### src/mac_params.svh
// width and latency constants for the multiply-accumulate unit
`ifndef MAC_PARAMS_SVH
`define MAC_PARAMS_SVH

// accumulator width in bits
// must hold at least one full 16-bit product plus a sign bit
`define MAC_ACC_WIDTH 24

// rising edges from input sampling to a valid result
// operand register, product register, accumulator register
`define MAC_LATENCY 3

`endif

### src/mac_pkg.sv
// item types passed between the multiply-accumulate pipeline stages
`include "mac_params.svh"

package mac_pkg;

	// operand width is fixed by the array multiplier
	localparam int OP_W = 8;

	// full signed product of two operands
	localparam int PROD_W = 2 * OP_W;

	localparam int ACC_W = `MAC_ACC_WIDTH;

	// one input item
	// clear starts a new sum with this item's product
	typedef struct packed {
		logic signed [OP_W-1:0] x;
		logic signed [OP_W-1:0] y;
		logic                   clear;
	} mac_op_t;

	// product stage output
	// clear rides along unchanged
	typedef struct packed {
		logic signed [PROD_W-1:0] product;
		logic                     clear;
	} mac_prod_t;

	// accumulator state as seen at the outputs
	// overflow is sticky until the next clear item
	typedef struct packed {
		logic signed [ACC_W-1:0] acc;
		logic                    overflow;
	} mac_result_t;

endpackage

### src/array_mult8.sv
// signed 8x8 array multiplier built from AND rows and ripple adder rows
`timescale 1ns/1ps

module array_mult8 (
	input  logic signed [7:0]  x,
	input  logic signed [7:0]  y,
	output logic signed [15:0] p
);

	// pp[i][j] is y[i] and x[j], weight 2**(i+j)
	logic [7:0] pp [8];

	// rows 1 to 7 as fed to the adder array
	logic [7:0] row [1:7];

	// row 7 before its sign term is inverted
	logic [7:0] top_row;

	// running partial sum into each adder row
	logic [7:0] add_a [1:7];

	// sum and carry chain of each adder row
	logic [7:0] add_s [1:7];
	logic [8:0] add_c [1:7];

	// product bits 1 to 7, one per adder row
	logic [7:1] low_bits;

	generate
		for (genvar i = 0; i < 8; i++) begin : g_pp
			for (genvar j = 0; j < 8; j++) begin : g_and
				assign pp[i][j] = y[i] & x[j];
			end
		end
	endgenerate

	// rows 1 to 6 carry their sign term inverted
	// each inversion owes a constant of -2**(i+7)
	generate
		for (genvar i = 1; i < 7; i++) begin : g_row
			assign row[i] = {~pp[i][7], pp[i][6:0]};
		end
	endgenerate

	// y[7] has negative weight, so this row is -x scaled by 2**7
	// complement here, the +1 enters as carry-in of the last adder row
	assign top_row = pp[7] ^ {8{y[7]}};
	assign row[7] = {~top_row[7], top_row[6:0]};

	// row 0 keeps its sign term plain at 2**7 and inverted at 2**8
	// which together equal the negative term plus a -2**8 constant
	assign add_a[1] = {~pp[0][7], pp[0][7:1]};

	generate
		for (genvar r = 2; r < 8; r++) begin : g_chain
			// previous carry out lands in the top bit of the next row
			assign add_a[r] = {add_c[r-1][8], add_s[r-1][7:1]};
		end
	endgenerate

	generate
		for (genvar r = 1; r < 8; r++) begin : g_add
			if (r == 7) begin : g_cin_last
				assign add_c[r][0] = y[7];
			end else begin : g_cin_zero
				assign add_c[r][0] = 1'b0;
			end

			for (genvar j = 0; j < 8; j++) begin : g_fa
				assign add_s[r][j] = add_a[r][j] ^ row[r][j] ^ add_c[r][j];
				assign add_c[r][j+1] = (add_a[r][j] & row[r][j])
					| (add_c[r][j] & (add_a[r][j] ^ row[r][j]));
			end

			// lowest sum bit is final, the rest shift down one place
			assign low_bits[r] = add_s[r][0];
		end
	endgenerate

	// the sign constants add up to -2**15
	// modulo 2**16 that is a single 1 in the top bit
	assign p = {~add_c[7][8], add_s[7][7:1], low_bits, pp[0][0]};

endmodule

### src/mac_accumulator.sv
// accumulator stage with clear-load, wrap-around sum and sticky overflow
`timescale 1ns/1ps

module mac_accumulator (
	input  logic                 clk,
	input  logic                 rst_n,
	input  logic                 prod_valid,
	input  mac_pkg::mac_prod_t   prod,
	output logic                 out_valid,
	output mac_pkg::mac_result_t out_res
);

	import mac_pkg::*;

	logic signed [ACC_W-1:0] acc_q;
	logic                    ovf_q;

	// product widened to the accumulator
	logic signed [ACC_W-1:0] prod_ext;

	// next sum and its overflow test
	logic signed [ACC_W-1:0] sum;
	logic                    add_ovf;

	assign prod_ext = {{(ACC_W - PROD_W){prod.product[PROD_W-1]}}, prod.product};

	// wraps modulo 2**ACC_W
	assign sum = acc_q + prod_ext;

	// same-sign addends giving a result of the other sign
	assign add_ovf = (acc_q[ACC_W-1] == prod_ext[ACC_W-1])
		&& (sum[ACC_W-1] != acc_q[ACC_W-1]);

	always_ff @(posedge clk or negedge rst_n) begin
		if (!rst_n) begin
			out_valid <= 1'b0;
		end else begin
			out_valid <= prod_valid;
		end
	end

	always_ff @(posedge clk or negedge rst_n) begin
		if (!rst_n) begin
			acc_q <= '0;
			ovf_q <= 1'b0;
		end else if (prod_valid) begin
			if (prod.clear) begin
				// new sum starts from this product
				acc_q <= prod_ext;
				ovf_q <= 1'b0;
			end else begin
				acc_q <= sum;
				ovf_q <= ovf_q | add_ovf;
			end
		end
	end

	assign out_res.acc      = acc_q;
	assign out_res.overflow = ovf_q;

endmodule

### src/mac_datapath.sv
// operand and product stages of the multiply-accumulate pipeline
`timescale 1ns/1ps

module mac_datapath (
	input  logic               clk,
	input  logic               rst_n,
	input  logic               in_valid,
	input  mac_pkg::mac_op_t   in_op,
	output logic               prod_valid,
	output mac_pkg::mac_prod_t prod
);

	import mac_pkg::*;

	// operand stage
	logic    op_valid;
	mac_op_t op_q;

	// multiplier output, settles within the cycle after op_q loads
	logic signed [PROD_W-1:0] mult_p;

	// valid strobes move one stage per edge
	always_ff @(posedge clk or negedge rst_n) begin
		if (!rst_n) begin
			op_valid   <= 1'b0;
			prod_valid <= 1'b0;
		end else begin
			op_valid   <= in_valid;
			prod_valid <= op_valid;
		end
	end

	// operands load only with a valid item
	always_ff @(posedge clk) begin
		if (in_valid) begin
			op_q <= in_op;
		end
	end

	array_mult8 u_mult (
		.x (op_q.x),
		.y (op_q.y),
		.p (mult_p)
	);

	// clear follows its own product to the accumulator
	always_ff @(posedge clk) begin
		if (op_valid) begin
			prod.product <= mult_p;
			prod.clear   <= op_q.clear;
		end
	end

endmodule

### src/mac_top.sv
// signed 8-bit multiply-accumulate unit with a three-stage pipeline
`timescale 1ns/1ps

module mac_top (
	input  logic                 clk,
	input  logic                 rst_n,
	input  logic                 in_valid,
	input  mac_pkg::mac_op_t     in_op,
	output logic                 out_valid,
	output mac_pkg::mac_result_t out_res
);

	import mac_pkg::*;

	// product stage to accumulator
	logic      prod_valid;
	mac_prod_t prod;

	mac_datapath u_datapath (
		.clk        (clk),
		.rst_n      (rst_n),
		.in_valid   (in_valid),
		.in_op      (in_op),
		.prod_valid (prod_valid),
		.prod       (prod)
	);

	mac_accumulator u_accumulator (
		.clk        (clk),
		.rst_n      (rst_n),
		.prod_valid (prod_valid),
		.prod       (prod),
		.out_valid  (out_valid),
		.out_res    (out_res)
	);

endmodule

### config.mk
export PLATFORM = sky130hd
export DESIGN_NAME = mac_top
export DESIGN_NICKNAME = d
export VERILOG_FILES = /design/src/mac_pkg.sv /design/src/array_mult8.sv /design/src/mac_accumulator.sv /design/src/mac_datapath.sv /design/src/mac_top.sv
export VERILOG_INCLUDE_DIRS = /design/src
export SDC_FILE = /design/constraint.sdc
export NUM_CORES = 1
export LEC_CHECK = 0
export BUFFER_PORTS_ARGS = -buffer_cell sky130_fd_sc_hd__buf_2
export CAP_MARGIN = 40
export CORE_ASPECT_RATIO = 0.8
export CORE_UTILIZATION = 48
export CTS_CLUSTER_DIAMETER = 30
export DETAILED_ROUTE_END_ITERATION = 8
export GPL_TIMING_DRIVEN = 0
export PLACE_DENSITY = 0.69
export SLEW_MARGIN = 30
export SYNTH_ARGS = -nofsm -noshare
export SYNTH_HDL_FRONTEND = slang
export SYNTH_SLANG_ARGS = --single-unit
### constraint.sdc
create_clock -name clk -period 10.71 [get_ports clk]
set_clock_uncertainty 0.05 [all_clocks]
set_input_delay 0.5355 -clock clk [delete_from_list [all_inputs] [get_ports clk]]
set_output_delay 0.5355 -clock clk [all_outputs]
set_load 0.02 [all_outputs]
==> results <==
- The run finished with clean final reports.
- The post-synthesis area per instance is around 11 um2.
- Clock tree synthesis inserted a total of 9 buffers.
- 0 antenna diodes ended up in the layout.
- Setup repair after global routing left no endpoint under its margin.
- The instance count of the mapped netlist is about 480.
- TritonCTS built the clock tree.
- The routed design uses 570 um of met3 wire.
- Counting instances in the post-synthesis netlist gives the leading cell types as sky130_fd_sc_hd__fa_1 (50), sky130_fd_sc_hd__and2_1 (48), sky130_fd_sc_hd__nand2_1 (40), sky130_fd_sc_hd__edfxtp_1 (34), sky130_fd_sc_hd__inv_1 (34).
- The number of enable-type register cells in the synthesized netlist is 34.
- The commonest register cell after synthesis is sky130_fd_sc_hd__edfxtp_1.
- The placeable core region is 10200 um2.
- The required time of the critical path is roughly 11000 ps.
- After clock tree synthesis, the clock-pin slew on the worst setup and hold paths is approximately 60 ps.
- The first global-routing pass estimated between 15 and 20 mm of wire.
- The critical path in this run is classified as flop to flop.
- The fraction of registers with async set or reset after synthesis is 45.2%.
- The sequential cell area in the final layout is between 1500 and 2000 um2.
- The count of antenna-violating nets left after detailed routing is 0.
- In the final design database the tool counted 632 nets.
- The unique cell type count in the Yosys netlist is 60.
- The post-synthesis sequential element count is 62.
- The violation count after the first detailed-routing iteration is 260.
- The number of pins with negative max-slew slack in the final report is 0.
- The maximum clock frequency is between 0.1 and 0.15 GHz.
- No sink is reached through more buffers than the 2 on the longest clock path.
- The total routing resource utilization after global routing is between 20% and 30%.
- The number of violations of the max-capacitance limit is 0.
- The number of I/O pins is 46.
- The detailed-route vias per instance is 5.56.
- The share of synthesized area in the top cell type comes to between 20% and 30%.
- The highest layer touched by signal routing is met4.
- Summing every instance area after synthesis gives roughly 5100 um2.
- The post-route setup TNS is 0 ps.
- For this block, wires on met1 add up to between 5 and 6 mm.
- The worst flop-to-flop path startpoint is u_datapath.op_q[1].
- The arrival time of the worst setup path is roughly 9600 ps.
- Buffers placed on the I/O ports in this run total 45.
- The cell area after placement is ~5500 um2.
- The highest fanout seen on the critical path is 8.
- The largest total area in the synthesized netlist belongs to sky130_fd_sc_hd__edfxtp_1.
- The number of warnings issued by yosys is 0.
- After routing the design area is 5810 um2.
- The sum of met2 wire segment lengths after detailed routing is between 4 and 5 mm.
- Entering global routing, the biggest net connects 29 pins.
- The wire length after detailed routing is 10.6 mm.
- Tracing the worst setup path back leads to its startpoint at u_datapath.op_q[1].
- The final routed wire length divided by cell count is between 15 and 20 um.
- Of the available clock period, the critical path in the final layout requires about nine tenths.
- The post-synthesis to final-layout area growth is 14.6%.
- Post-CTS repair changed the size of 0 cells.
- The count of fill cells added during filler insertion is 905.
- The shortest period the worst path allows is roughly 9400 ps.
- The die covers 11000 um2.
- The die is between 100 and 150 um wide.
- Row generation in the floorplan step produced 33 rows.
- The insertion delay to the later sink of the worst-skew pair is roughly 340 ps.
- Post-CTS timing repair inserted 0 buffers for setup.
- At the end of routability-driven placement, the weighted congestion stood at 0.891.
- The hold violation count in the final report was 0.
- STA classifies the critical path startpoint as a flop.
- In the post-synthesis netlist, the biggest area contributors are sky130_fd_sc_hd__edfxtp_1 (20%), sky130_fd_sc_hd__fa_1 (20%), sky130_fd_sc_hd__dfrtp_1 (14%).
- Among all cell types in the netlist, the one instantiated most often is sky130_fd_sc_hd__fa_1.
- The H-tree generated during clock tree synthesis spans 3 levels.
- Setup violations remaining at the end of the flow were counted as 0.
- The number of design rule violations left after detail routing is 0.
- Counting every sink on the clock net gives just over 60.
- The register area share after synthesis is roughly a third.
- The initial utilization of the core area, before any placement, comes to 49.5%.
- Measured along the y axis, the die boundary spans 93.9 um.
- The endpoint type of the worst setup path is a flop.
- Clock tree synthesis selected as its root buffer the cell sky130_fd_sc_hd__clkbuf_16.
- The classification of the worst-slack hold path is input pin to asynchronous set/reset pin.
- The worst pin sits at a relative slew slack of between 40% and 50%.
- The detailed placer's ending HPWL is 8.22 mm.
- The number of global-route vias before repair came to about 3600.
- The area used by multi-input combinational logic is around 3200 um2.
- Counting every net in the synthesized netlist gives between 500 and 600.
- In the final layout, the share of cells above drive strength 1 is 14.7%.
- Before antenna repair, the detailed router went through 5 iterations.
- The number of antenna violations at the first check in global routing is 0.
- For this design, the CTS-stage hold fixing added 0 buffers.
- The transition time at the pin with the least slew margin is about 770 ps.
- For this block, the via count after detailed routing is between 3000 and 4000.
- The overall overflow remaining after global route is 0.
-- layout by cell type, fill, tap and decap left out, drive strengths merged, types with 4 or more instances in the layout --
cell    instances
a21o            6
dfrtp          28
o21a            7
a31oi           9
nand2          42
a211oi          4
or3             4
o21ai          18
nor3            7
and2           48
o211ai          6
inv            34
buf            48
ha             29
nand3          11
and3            4
fa             50
xor2            5
xnor2          10
edfxtp         34
clkbuf         19
nor2           27
a21oi          33
nor2b          10
-- worst paths after layout --
check	endpoint	slack, ps	depth (start not counted)
min in group clk	u_datapath.op_q[9]	320	1
min	u_accumulator.acc_q[17]	180	1
min reg2reg	u_datapath.prod[0]	370	0
max	u_datapath.prod[15]	1270	25
max in group asynchronous	u_accumulator.acc_q[3]	9980	1
max reg2reg	u_datapath.prod[15]	1270	25
-- per-stage QoR --
stage	hold slack [ps]	worst slack (ps)	std cells	utilization (%)
after floorplan	190	1590	477	-
after global placement	366	1260	662	53.4
after detailed placement	366	1180	662	53.4
after CTS	210	1180	678	56.7
after global routing	241	852	678	56.7
final	183	1270	678	56.7
-- critical path: stages (launching register included) --
cell	delay, ps
sky130_fd_sc_hd__edfxtp_1	490
sky130_fd_sc_hd__and2_1	180
sky130_fd_sc_hd__ha_1	140
sky130_fd_sc_hd__inv_1	40
sky130_fd_sc_hd__fa_1	380
sky130_fd_sc_hd__fa_1	490
sky130_fd_sc_hd__inv_1	60
sky130_fd_sc_hd__fa_1	430
sky130_fd_sc_hd__fa_1	470
sky130_fd_sc_hd__fa_1	450
sky130_fd_sc_hd__fa_1	480
sky130_fd_sc_hd__fa_1	450
sky130_fd_sc_hd__fa_1	480
sky130_fd_sc_hd__fa_1	450
sky130_fd_sc_hd__fa_1	390
sky130_fd_sc_hd__fa_1	390
sky130_fd_sc_hd__fa_1	470
sky130_fd_sc_hd__fa_1	450
sky130_fd_sc_hd__fa_1	380
sky130_fd_sc_hd__fa_1	380
sky130_fd_sc_hd__fa_1	470
sky130_fd_sc_hd__fa_1	440
sky130_fd_sc_hd__fa_1	360
sky130_fd_sc_hd__inv_1	70
sky130_fd_sc_hd__fa_1	420
sky130_fd_sc_hd__inv_1	60
-- per-layer routing --
layer	GRT usage, %	vias to the layer above
li1	-	1780
met5	0	-
met2	32.1	106
met4	7.38	0
met3	5.42	18
met1	31.4	1867
-- layout make-up --
class                   count  area share, %
multi-input cells         367           54.5
clock inverters             7           1.94
plain buffers              13          0.905
flip-flops and latches     62           29.6
inverters                  35           2.26
well taps                 140           3.02
repair buffers             45           3.88
clock buffers               9           3.88
-- state kept, by name, summed over array words and instances (netlist names) --
signal                   cells
u_accumulator.acc_q         24
u_datapath.prod_valid        1
u_datapath.op_q             17
u_accumulator.out_valid      1
u_datapath.op_valid          1
u_accumulator.ovf_q          1
u_datapath.prod             17
-- logic make-up after synthesis --
kind of cell	Yosys count	synth area share, %
muxes	5	1.11
buffers and inverters	48	3.63
DFF	62	34.0
and+or+nand+nor	162	16.9
AOI/OAI and AO/OA	106	14.9
adders and majority gates	79	26.9
xor gates and xnor gates	15	2.59
Power is not shown: default switching activity piles up to over one toggle a cycle in this logic, so the estimate is an artifact.
